`config.mk`:
```
export PLATFORM = sky130hd
export DESIGN_NAME = fp32_fma
export DESIGN_NICKNAME = d
export VERILOG_FILES = /design/src/common/fma_pkg.sv /design/src/fma_core/fma_unpack.sv /design/src/fma_core/fma_mac.sv /design/src/fma_core/fma_normalize.sv /design/src/fma_core/fma_round.sv /design/src/fp32_fma.sv
export SDC_FILE = /design/constraint.sdc
export NUM_CORES = 2
export LEC_CHECK = 0
export ABC_AREA = 0
export BUFFER_PORTS_ARGS = -buffer_cell sky130_fd_sc_hd__buf_4
export CELL_PAD_IN_SITES_DETAIL_PLACEMENT = 1
export CELL_PAD_IN_SITES_GLOBAL_PLACEMENT = 2
export CORE_AREA = 2 2 377 379
export CTS_BUF_LIST = sky130_fd_sc_hd__clkbuf_8
export CTS_CLUSTER_DIAMETER = 50
export CTS_CLUSTER_SIZE = 8
export DETAILED_ROUTE_END_ITERATION = 8
export DIE_AREA = 0 0 379 381
export PLACE_DENSITY_LB_ADDON = 0.2
export SETUP_SLACK_MARGIN = 0.1
export SLEW_MARGIN = 0
export SYNTH_ARGS = -nofsm -noshare
export SYNTH_HDL_FRONTEND = slang
export SYNTH_SLANG_ARGS = --single-unit
```
`constraint.sdc`:
```
create_clock -name clk -period 14.78 [get_ports clk]
set_input_delay 0.739 -clock clk [delete_from_list [all_inputs] [get_ports clk]]
set_output_delay 0.739 -clock clk [all_outputs]
set_load 0.005 [all_outputs]
```
`src/common/fma_pkg.sv`:
```
package fma_pkg;

    localparam int ACC_W = 77;              // Sign bit plus 76 magnitude bits

    typedef logic [31:0]               fp32_t;
    typedef logic signed [9:0]         expo_t;   // Virtual exponent, may go below 1 or above 254
    typedef logic [23:0]               mant_t;   // Significand with hidden bit
    typedef logic signed [ACC_W-1:0]   acc_t;
    typedef logic [ACC_W-2:0]          mag_t;
    typedef logic [6:0]                shamt_t;
    typedef logic [2:0]                rmode_t;
    typedef logic [4:0]                fflags_t; // NV DZ OF UF NX

    localparam int    EXP_BIAS  = 127;
    localparam int    EXP_INF   = 255;
    localparam fp32_t CANON_NAN = 32'h7fc0_0000;

    // RISC-V rounding-mode encodings
    localparam rmode_t RM_RNE = 3'd0;
    localparam rmode_t RM_RTZ = 3'd1;
    localparam rmode_t RM_RDN = 3'd2;
    localparam rmode_t RM_RUP = 3'd3;
    localparam rmode_t RM_RMM = 3'd4;

    // Accumulator bits above the product, which sits three bits up from bit 0
    localparam int PRODUCT_OFFSET = 26;

    localparam int FMA_LATENCY = 4;

    // Side information that rides along with each operation
    typedef struct packed {
        logic   valid;
        rmode_t rm;
        logic   is_nan;           // Result is the canonical NaN
        logic   is_inf;           // Result is an infinity
        logic   inf_sign;
        logic   res_is_addend;    // Product is zero, addend is not
        logic   product_is_tiny;  // Product below half an ulp of the addend
        logic   res_is_tiny;      // Addend zero, product below half the smallest subnormal
        logic   invalid;
        logic   is_subtract;      // Product and addend have opposite signs
        logic   prod_sign;
        fp32_t  addend;
        expo_t  prod_expo;        // Exponent of the accumulator's top bit
    } spec_t;

    // After the multiply-accumulate
    typedef struct packed {
        spec_t spec;
        mag_t  mag;
        logic  is_zero;
        logic  sign;
    } acc_stage_t;

    // After leading-zero count
    typedef struct packed {
        acc_stage_t acc;
        shamt_t     shift;
        expo_t      vexp;
        logic       subnormal;
    } norm_stage_t;

endpackage

```
`src/fma_core/fma_unpack.sv`:
```
`timescale 1ns/1ps

module fma_unpack import fma_pkg::*; (
    input  logic  clk,
    input  logic  rst_n,
    input  logic  in_valid,
    input  fp32_t a,
    input  fp32_t b,
    input  fp32_t c,
    input  rmode_t rm,
    output spec_t spec,
    output acc_t  op_a,
    output acc_t  op_b,
    output acc_t  op_c
);

    fp32_t       opnd [3];      // 0 = a, 1 = b, 2 = c
    logic [2:0]  is_zero;
    logic [2:0]  is_inf;
    logic [2:0]  is_nan;
    logic [2:0]  is_snan;
    expo_t       vexp [3];
    mant_t       vmant [3];

    logic        prod_zero;
    logic        prod_inf;
    logic        prod_sign;
    logic        is_subtract;
    logic        invalid;
    expo_t       prod_expo;
    expo_t       addend_shift;
    logic [74:0] addend_aligned;
    logic        addend_sticky;
    spec_t       spec_d;

    always_comb begin
        opnd[0] = a;
        opnd[1] = b;
        opnd[2] = c;
        for (int i = 0; i < 3; i++) begin
            is_zero[i] = opnd[i][30:0] == 31'h0;
            is_inf[i]  = opnd[i][30:23] == 8'hff && opnd[i][22:0] == 23'h0;
            is_nan[i]  = opnd[i][30:23] == 8'hff && opnd[i][22:0] != 23'h0;
            is_snan[i] = is_nan[i] && !opnd[i][22];  // Quiet bit clear
            // Subnormals share the exponent of the smallest normal
            vexp[i]    = (opnd[i][30:23] == 8'h00) ? 10'sd1 : expo_t'({2'b00, opnd[i][30:23]});
            vmant[i]   = {opnd[i][30:23] != 8'h00, opnd[i][22:0]};
        end
    end

    assign prod_sign   = a[31] ^ b[31];
    assign is_subtract = prod_sign ^ c[31];
    assign prod_zero   = is_zero[0] | is_zero[1];
    assign prod_inf    = (is_inf[0] & !is_nan[1]) | (is_inf[1] & !is_nan[0]);

    // RISC-V raises NV on inf*0 even with a quiet NaN addend
    assign invalid = (|is_snan)
                   | (is_zero[0] & is_inf[1]) | (is_inf[0] & is_zero[1])
                   | (is_subtract & prod_inf & is_inf[2]);   // inf - inf

    assign prod_expo    = expo_t'(vexp[0] + vexp[1] - EXP_BIAS + PRODUCT_OFFSET);
    assign addend_shift = prod_expo - vexp[2];

    // Addend lands with its LSB at accumulator bit 52 when the shift is zero
    always_comb begin
        addend_aligned = {vmant[2], 51'b0} >> addend_shift;
        if (addend_shift > 10'sd75) begin
            addend_sticky = |vmant[2];
        end else begin
            addend_sticky = |mant_t'(vmant[2] << (75 - addend_shift));  // Bits shifted out
        end
    end

    always_comb begin
        spec_d                 = '0;
        spec_d.valid           = in_valid;
        spec_d.rm              = rm;
        spec_d.is_nan          = (|is_nan) | invalid;
        spec_d.is_inf          = |is_inf;
        spec_d.inf_sign        = is_inf[2] ? c[31] : prod_sign;
        spec_d.res_is_addend   = prod_zero & !is_zero[2];
        spec_d.product_is_tiny = addend_shift < 0 && !prod_zero && !is_zero[2];
        spec_d.res_is_tiny     = addend_shift < 0 && !prod_zero && is_zero[2];
        spec_d.invalid         = invalid;
        spec_d.is_subtract     = is_subtract;
        spec_d.prod_sign       = prod_sign;
        spec_d.addend          = c;
        spec_d.prod_expo       = prod_expo;
    end

    always_ff @(posedge clk or negedge rst_n) begin
        if (!rst_n) begin
            spec.valid <= 1'b0;
        end else begin
            spec <= spec_d;
        end
    end

    // Guard offsets put the product three bits above bit 0
    always_ff @(posedge clk) begin
        op_a <= {51'b0, vmant[0], 2'b0};
        op_b <= {52'b0, vmant[1], 1'b0};
        op_c <= {1'b0, addend_aligned, addend_sticky};
    end

endmodule

```
`src/fma_core/fma_mac.sv`:
```
`timescale 1ns/1ps

module fma_mac import fma_pkg::*; (
    input  logic       clk,
    input  logic       rst_n,
    input  spec_t      spec_in,
    input  acc_t       op_a,
    input  acc_t       op_b,
    input  acc_t       op_c,
    output acc_stage_t acc_out
);

    spec_t spec_q;
    acc_t  sum_q;
    logic  sum_neg;

    always_ff @(posedge clk or negedge rst_n) begin
        if (!rst_n) begin
            spec_q.valid <= 1'b0;
        end else begin
            spec_q <= spec_in;
        end
    end

    // Product stays below 2^51, so 76 magnitude bits never overflow
    always_ff @(posedge clk) begin
        if (spec_in.is_subtract) begin
            sum_q <= op_a * op_b - op_c;
        end else begin
            sum_q <= op_a * op_b + op_c;
        end
    end

    assign sum_neg = sum_q[ACC_W-1];

    always_comb begin
        acc_out         = '0;
        acc_out.spec    = spec_q;
        acc_out.mag     = sum_neg ? -sum_q[ACC_W-2:0] : sum_q[ACC_W-2:0];
        acc_out.is_zero = sum_q == '0;
        acc_out.sign    = spec_q.prod_sign ^ sum_neg;  // Addend won the subtraction
    end

endmodule

```
`src/fma_core/fma_normalize.sv`:
```
`timescale 1ns/1ps

module fma_normalize import fma_pkg::*; (
    input  logic        clk,
    input  logic        rst_n,
    input  acc_stage_t  acc_in,
    output norm_stage_t norm_out
);

    function automatic shamt_t count_lz(mag_t x);
        shamt_t n;
        n = shamt_t'(ACC_W - 1);       // All zero
        for (int i = 0; i < ACC_W - 1; i++) begin
            if (x[i]) n = shamt_t'(ACC_W - 2 - i);  // Highest set bit wins
        end
        return n;
    endfunction

    shamt_t      lz;
    norm_stage_t norm_d;

    assign lz = count_lz(acc_in.mag);

    always_comb begin
        norm_d           = '0;
        norm_d.acc       = acc_in;
        norm_d.vexp      = acc_in.spec.prod_expo - expo_t'({3'b000, lz});
        norm_d.subnormal = norm_d.vexp <= 0;
        // Subnormals stop at the minimum exponent instead of at the leading one
        norm_d.shift     = norm_d.subnormal ? acc_in.spec.prod_expo[6:0] : lz + 7'd1;
    end

    always_ff @(posedge clk or negedge rst_n) begin
        if (!rst_n) begin
            norm_out.acc.spec.valid <= 1'b0;
        end else begin
            norm_out <= norm_d;
        end
    end

endmodule

```
`src/fma_core/fma_round.sv`:
```
`timescale 1ns/1ps

module fma_round import fma_pkg::*; (
    input  logic        clk,
    input  logic        rst_n,
    input  norm_stage_t norm_in,
    output logic        out_valid,
    output fp32_t       result,
    output fflags_t     flags
);

    function automatic logic round_up(rmode_t mode, logic sign, logic lsb,
                                      logic guard, logic sticky);
        case (mode)
            RM_RNE:  return guard & (lsb | sticky);   // Ties to even
            RM_RMM:  return guard;                    // Ties away
            RM_RDN:  return sign & (guard | sticky);
            RM_RUP:  return !sign & (guard | sticky);
            default: return 1'b0;                     // Toward zero
        endcase
    endfunction

    spec_t       spec;
    mag_t        mag;
    logic        sign;
    logic        addend_sign;

    logic [24:0] frac;         // 23 mantissa bits, guard, extra guard
    logic        sticky;
    logic        round_away;
    logic        carry;
    logic        u_round_away;
    logic        u_carry;
    logic [22:0] res_mant;
    logic [7:0]  res_expo;

    logic        res_is_huge;
    logic        dir_is_away;
    logic        huge_is_inf;
    logic        nudge_down;
    logic        nudge_up;
    fp32_t       addend_nudged;
    fp32_t       huge_val;
    fp32_t       tiny_val;
    fp32_t       zero_val;
    fp32_t       result_d;

    logic        overflow;
    logic        underflow;
    logic        inexact;

    assign spec        = norm_in.acc.spec;
    assign mag         = norm_in.acc.mag;
    assign sign        = norm_in.acc.sign;
    assign addend_sign = spec.addend[31];

    // Left-normalize by shifting the widened magnitude right
    assign frac   = 25'({mag, 24'b0} >> (7'd75 - norm_in.shift));
    assign sticky = mag_t'(mag << (25 + int'(norm_in.shift))) != '0;

    assign round_away = round_up(spec.rm, sign, frac[2], frac[1], frac[0] | sticky);
    assign carry      = frac >= 25'h1ff_fffc && round_away;

    // Same decision one bit lower, as if the exponent range were unbounded
    assign u_round_away = round_up(spec.rm, sign, frac[1], frac[0], sticky);
    assign u_carry      = frac >= 25'h1ff_fffe && u_round_away;

    assign res_mant = frac[24:2] + {22'h0, round_away};  // Wraps to zero on carry
    assign res_expo = (norm_in.subnormal ? 8'h00 : norm_in.vexp[7:0]) + {7'b0, carry};

    assign res_is_huge = norm_in.vexp >= EXP_INF;
    assign dir_is_away = (spec.rm == RM_RDN && sign) || (spec.rm == RM_RUP && !sign);
    assign huge_is_inf = spec.rm == RM_RNE || spec.rm == RM_RMM || dir_is_away;

    // A tiny product only moves the addend in the directed modes
    assign nudge_down = spec.is_subtract && (spec.rm == RM_RTZ
                        || (spec.rm == RM_RDN && !addend_sign)
                        || (spec.rm == RM_RUP && addend_sign));
    assign nudge_up   = !spec.is_subtract && ((spec.rm == RM_RDN && addend_sign)
                        || (spec.rm == RM_RUP && !addend_sign));

    always_comb begin
        if (nudge_down) begin
            addend_nudged = spec.addend - 32'd1;
        end else if (nudge_up) begin
            addend_nudged = spec.addend + 32'd1;
        end else begin
            addend_nudged = spec.addend;
        end
    end

    assign huge_val = huge_is_inf ? {sign, 8'(EXP_INF), 23'h0}
                                  : {sign, 8'(EXP_INF - 1), {23{1'b1}}};
    assign tiny_val = {sign, 8'h00, 22'h0, dir_is_away};
    // Exact zero sum: opposite signs give +0 except in round-down
    assign zero_val = {spec.is_subtract ? spec.rm == RM_RDN : addend_sign, 31'h0};

    always_comb begin
        if (spec.is_nan) begin
            result_d = CANON_NAN;
        end else if (spec.is_inf) begin
            result_d = {spec.inf_sign, 8'(EXP_INF), 23'h0};
        end else if (res_is_huge) begin
            result_d = huge_val;
        end else if (spec.res_is_tiny) begin
            result_d = tiny_val;
        end else if (spec.product_is_tiny) begin
            result_d = addend_nudged;
        end else if (spec.res_is_addend) begin
            result_d = spec.addend;
        end else if (norm_in.acc.is_zero) begin
            result_d = zero_val;
        end else begin
            result_d = {sign, res_expo, res_mant};
        end
    end

    assign overflow = !spec.is_nan && !spec.is_inf
                      && (spec.product_is_tiny ? addend_nudged[30:23] == 8'hff
                          : res_is_huge || (norm_in.vexp == EXP_INF - 1 && carry));
    assign inexact  = !spec.is_nan && !spec.is_inf
                      && (overflow || spec.res_is_tiny || spec.product_is_tiny
                          || frac[1] || frac[0] || sticky);
    // Tininess after rounding
    assign underflow = inexact
                       && (spec.product_is_tiny
                           ? (spec.addend[30:23] == 8'h00 || addend_nudged[30:23] == 8'h00)
                           : (spec.res_is_tiny || (norm_in.subnormal && !u_carry)));

    always_ff @(posedge clk or negedge rst_n) begin
        if (!rst_n) begin
            out_valid <= 1'b0;
        end else begin
            out_valid <= spec.valid;
        end
    end

    always_ff @(posedge clk) begin
        result <= result_d;
        flags  <= {spec.invalid, 1'b0, overflow, underflow, inexact};  // DZ never set
    end

endmodule

```
`src/fp32_fma.sv`:
```
`timescale 1ns/1ps

module fp32_fma import fma_pkg::*; (
    input  logic    clk,
    input  logic    rst_n,
    input  logic    in_valid,
    input  fp32_t   a,
    input  fp32_t   b,
    input  fp32_t   c,
    input  rmode_t  rm,
    output logic    out_valid,
    output fp32_t   result,
    output fflags_t flags
);

    spec_t       spec;
    acc_t        op_a;
    acc_t        op_b;
    acc_t        op_c;
    acc_stage_t  acc_stage;
    norm_stage_t norm_stage;

    // Stage 1: classify and align
    fma_unpack u_unpack (
        .clk      (clk),
        .rst_n    (rst_n),
        .in_valid (in_valid),
        .a        (a),
        .b        (b),
        .c        (c),
        .rm       (rm),
        .spec     (spec),
        .op_a     (op_a),
        .op_b     (op_b),
        .op_c     (op_c)
    );

    // Stage 2: wide multiply-accumulate
    fma_mac u_mac (
        .clk     (clk),
        .rst_n   (rst_n),
        .spec_in (spec),
        .op_a    (op_a),
        .op_b    (op_b),
        .op_c    (op_c),
        .acc_out (acc_stage)
    );

    // Stage 3
    fma_normalize u_normalize (
        .clk      (clk),
        .rst_n    (rst_n),
        .acc_in   (acc_stage),
        .norm_out (norm_stage)
    );

    // Stage 4: round, special results and flags
    fma_round u_round (
        .clk       (clk),
        .rst_n     (rst_n),
        .norm_in   (norm_stage),
        .out_valid (out_valid),
        .result    (result),
        .flags     (flags)
    );

endmodule

```
# --- Word-level counts from Yosys, hierarchy flattened ---
# Cells that the tools add are included.
op_classes:
  order_cmp: 6
  multipliers: 1
  n_eq_ne: 9
  n_reduce_logical: 81
  bitwise: 26
  n_addsub: 16
  n_shift: 4
  muxes: 99
op_table:
  columns: ["cell", "count"]
  rows:
  - ["$mux W7", 76]
  - ["$mux W32", 8]
  - ["$shr A100 B7 Y25", 1]
  - ["$logic_not A31 Y1", 3]
  - ["$add A77 B77 Y77", 1]
  - ["$logic_not A77 Y1", 1]
  - ["$mux W77", 1]
  - ["$sub A77 B77 Y77", 1]
  - ["$mux W76", 1]
  - ["$neg A76 Y76", 1]
  - ["$reduce_bool A76 Y1", 1]
  - ["$shl A76 B32 Y76", 1]
  - ["$shr A75 B10 Y75", 1]
  - ["$logic_not A23 Y1", 3]
  - ["$reduce_bool A23 Y1", 3]
  - ["$ge A25 B25 Y1 const B", 2]
  - ["$mul A24 B24 Y48", 1]
  - ["$reduce_or A24 Y1", 2]
  - ["$logic_not A8 Y1", 5]
  - ["$add A32 B1 Y32 const B", 1]
  - ["$eq A8 B8 Y1 const B", 4]
  - ["$mux W8", 4]
  - ["$shl A24 B32 Y24", 1]
  - ["$sub A32 B1 Y32 const B", 1]
  - ["33 further kinds", 118]
totals:
  reg_bits: 488
  in_bits: 102
  elab_cells: 293

# --- Depth between registers and ports, before layout ---
logic_depth:
  depth_word: 81
  depth_mapped: 42

# --- By module ---
# Synthesis repeated with hierarchy kept, for this count alone.
unflattened:
  hier_cells: 14871
  area_unflattened_um2: 132808.6
modules_own_cells:
  columns: ["module", "instances", "cells_per_inst", "area_per_inst_um2"]
  rows:
  - ["fma_mac", 1, 11656, 102450.8]
  - ["fma_round", 1, 1884, 15127.0]
  - ["fma_unpack", 1, 937, 9111.2]
  - ["fma_normalize", 1, 394, 6119.6]

# --- Least setup slack after synthesis ---
# OpenSTA, ideal clock, no wires.
synth_path:
  kind: "register -> register"
  from: "reg u_unpack.op_b[9]"
  to: "reg u_mac.sum_q[75]"
  path_buffers: 2
  arrival_time_ps: 9690
  stages_incl_launch_ff: 33
  synth_period_minus_slack_ps: 9754
  setup_slack_ps: 5026
  setup_time_ps: 64
  required_time_ps: 14716
  path_cell_list: "dfxtp_1 -> clkbuf_1 -> nand2_1 -> fa_1 -> inv_1 -> fa_1 -> fa_1 -> fa_1 -> fa_1 -> inv_1 -> fa_1 -> inv_1 -> fa_1 -> ha_1 -> a21o_1 -> a2111oi_0 -> o211ai_1 -> a21oi_1 -> o21bai_1 -> a211o_1 -> a41oi_1 -> o21ai_0 -> a21oi_1 -> xnor2_1 -> ha_1 -> clkbuf_1 -> or3_1 -> or4_1 -> or2_2 -> o21ai_0 -> a211oi_1 -> or4_1 -> nand3_1"
synth_via:
  elab_chain_cells: 3
  elab_cells_between_ends: 4
synth_lines:
  columns: ["element", "line", "source"]
  rows:
  - ["start: declaration", "fma_unpack.sv:13", "output acc_t op_b,"]
  - ["start signal: assignment", "fma_unpack.sv:102", "op_b <= {52'b0, vmant[1], 1'b0};"]
  - ["$mul A24 B24 Y48 *", "fma_mac.sv:28, fma_mac.sv:30", null]
  - ["$add A77 B77 Y77 / $sub A77 B77 Y77 (equally long branches)", "fma_mac.sv:30, fma_mac.sv:28", null]
  - ["$mux W77 *", "fma_mac.sv:27", "if (spec_in.is_subtract) begin"]
  - ["end signal: assignment", "fma_mac.sv:28", "sum_q <= op_a * op_b - op_c;"]
  - ["end signal: assignment", "fma_mac.sv:30", "sum_q <= op_a * op_b + op_c;"]
  - ["end: declaration", "fma_mac.sv:14", "acc_t sum_q;"]
# Every way passes the cells marked *; elsewhere a longest branch is shown, timed or not.
# A chain may end at the register's enable or synchronous reset.

# --- Final worst setup path ---
layout_path:
  from: "reg u_unpack.op_a[11]"
  to: "reg u_mac.sum_q[70]"
layout_via:
  elab_chain_cells: 3
  elab_cells_between_ends: 4
layout_lines:
  columns: ["element", "line", "source"]
  rows:
  - ["start: declaration", "fma_unpack.sv:12", "output acc_t op_a,"]
  - ["start signal: assignment", "fma_unpack.sv:101", "op_a <= {51'b0, vmant[0], 2'b0};"]
  - ["$mul A24 B24 Y48 *", "fma_mac.sv:28, fma_mac.sv:30", null]
  - ["$add A77 B77 Y77 / $sub A77 B77 Y77 (equally long branches)", "fma_mac.sv:30, fma_mac.sv:28", null]
  - ["$mux W77 *", "fma_mac.sv:27", null]
# Marks and branches as above.

==> out/results.ini <==
[cells_and_area]
multiInputGateArea_um2 = 39300
nets = 7161
n_fill_cell = 16518
drive_above_1_share_pct = 9.97
seq_area_um2 = 12300
synthToLayoutAreaGrowth_pct = 8.38

[detailed_routing]
via_count = 47584
via_per_inst = 5.79
firstDrtPassIters = 5
wirelength_mm = 199
drc = 0
wl_per_cell_um = 24.1
ant_nets = 0
dr.first_iter.drc_count = 3024

[sta]
rsz0062_at_grt = false
maxSlewViolCount = 0
tightest_slew_ns = 1.40
tns_ns = 0
setup_viol = 0
hold_violations = 0
finClkSkew_ns = 0.0685
post-route-period-util_pct = 79.1
maxSlewHeadroom_pct = 6.05
fmax_mhz = 85.6
min_period_ns = 11.69

[yosys]
netlist_instances = 6318
syn-cell-area_um2 = 55800
synth_cell_types = 103
synthFlopType = edfxtp_1
synth-edff-count = 247
synth.area.top_cells = fa_1 17%, edfxtp_1 13%, dfxtp_1 8.5%
syn_nets = 7219
syn_avg_cell_area_um2 = 8.82
synth_seq_cells = 488
yosys.area.top_type = fa_1
synth.most_common_cell = inv_1
yosys_warnings = 0
synthDominantCellAreaShare_pct = 17.5
ys_async_sr_fraction_pct = 0.820
netlist_top_cells_count = 733 x inv_1, 732 x nand2_1, 486 x fa_1
ys_seq_area_share_pct = 22.0

[global_routing]
grt_overflow_total = 0
track_usage_pct = 27.5
first_global_vias = 50074
grt_pass1_wl_mm = 307
grt_max_degree = 138
antenna_found_initial = 8

[clock_tree]
htreeDepth = 3
post_cts_buffers = 0
cts_resized = 0
clk_latency_ns = 0.80
root_buffer = clkbuf_8
cts_tree = yes
clock_sinks = 488
cts_buffers = 89
clkSlewWorstSetupHoldPaths_ns = 0.06
postCtsHoldBufs = 8
cts_max_path_buffers = 3

[floorplanning]
die_w_um = 379
dieArea_um2 = 144000
core_area_um2 = 141000
rows = 138
die_h_um = 381
num_io_pins = 140
initial_core_util_pct = 39.7

[setup_path]
crit_path_start_kind = register
critPathKind = register to register
crit_buf_inv = 4
cp_max_fo = 24
critical_path.top_delay_family = adder cells
crit_path_top_delay_cell = dfxtp_1
critPathMostFrequentCell = fa_1
required_ns = 15.49
cpPeakStageDelay_ns = 1.07
worst_setup_path_end_kind = register
r2r_slack_ns = 3.09
critPathArrivalTime_ns = 12.39

[status]
status = complete, no violations

[placement]
hpwl_mm = 158
place.gp.congestion = 0.919
portBuffers = 138

[flow_run]
drv_cap = 0

[hold_path]
hp-class = input port to async pin

[registers in the layout, summed over array words and instances, names as in the netlist]
name and count:
u_unpack.op_b 24, u_mac.sum_q 77, u_round.out_valid 1, u_normalize.norm_out 140, u_unpack.op_c 76, u_unpack.spec 55
u_round.result 32, u_mac.acc_out 55, u_unpack.op_a 24, u_round.flags 4
[path summary, 6_finish.rpt]
check                                                from                         to  cells past startpoint
worst max-delay path                    u_unpack.op_a[11]            u_mac.sum_q[70]                     34
worst min-delay path                                rst_n          u_round.out_valid                      1
worst max register to register          u_unpack.op_a[11]            u_mac.sum_q[70]                     34
worst min register to register  u_normalize.norm_out[140]           u_round.flags[4]                      0
max in group asynchronous                           rst_n  u_normalize.norm_out[150]                      1
min in group clk                                    b[10]          u_unpack.op_b[11]                      1
[worst register-to-register path: cells and delay by family, from the launching register on]
family / cells / cell delay [ns]
DFF: 1 / 1.07
and+or+nand+nor: 6 / 1.21
buffers and inverters: 4 / 0.27
xor gates and xnor gates: 2 / 0.33
AOI/OAI and AO/OA: 13 / 4.36
adders and majority gates: 9 / 4.39
[metrics by stage]
stage | hold WS, ns | setup WS (ns) | util (%) | instances | area [um^2]
3_5_place_dp | 0.337 | 3.19 | 41.6 | 8051 | 58400
3_3_place_gp | 0.333 | 3.27 | 41.6 | 8051 | 58400
4_1_cts | 0.00121 | 3.15 | 43.0 | 8218 | 60400
2_1_floorplan | 0.323 | 5.03 | - | 6318 | 55800
5_1_grt | 0.0290 | 2.25 | 43.0 | 8225 | 60400
6_report | 0.0497 | 3.09 | 43.0 | 8225 | 60400
[cells by family (layout without fill, tap and decap cells)]
family,count (synthesis),in the layout,synth area share [%]
flops,488,488,22.0
xor+xnor,245,245,3.86
fa+ha+maj,799,799,24.5
simple gates,2151,2151,18.9
other cells,1,8,0.00673
compound gates,1185,1185,14.0
mux,330,330,9.08
buf+inv,1119,1129,7.71
[area by class of cell]
type	instances	share of cell area (%)
inverters	739	4.59
multi-input cells	4711	65.1
well taps	1890	3.91
repair buffers	231	2.94
clock buffers	96	2.19
clock inverters	63	0.948
flip-flops and latches	488	20.3
diodes	7	0.0290
[per-layer routing]
metal  part of all wire [%]  vias to the layer above  track usage, %  routed length, um
li1                       -                    21778               -                  -
met1                     43                    24237            35.7              85800
met2                     48                     1216            45.8              95200
met3                    3.8                      353            2.80               7520
met4                    5.1                        0            12.9              10100
met5                      0                        -               0                  0
[layout by cell type (no fill, tap or decap), drive strengths merged, types with 86 or more instances in the layout]
cell type,count
nor4,86
o21ai,251
nand3,122
mux2i,150
clkbuf,96
a21oi,308
inv,773
nor2,446
ha,313
and2,198
mux4,136
nand2,734
xnor2,175
fa,486
buf,223
nor3,152
dfxtp,237
edfxtp,247
Power is not shown: default switching activity piles up to over one toggle a cycle in this logic, so the estimate is an artifact.
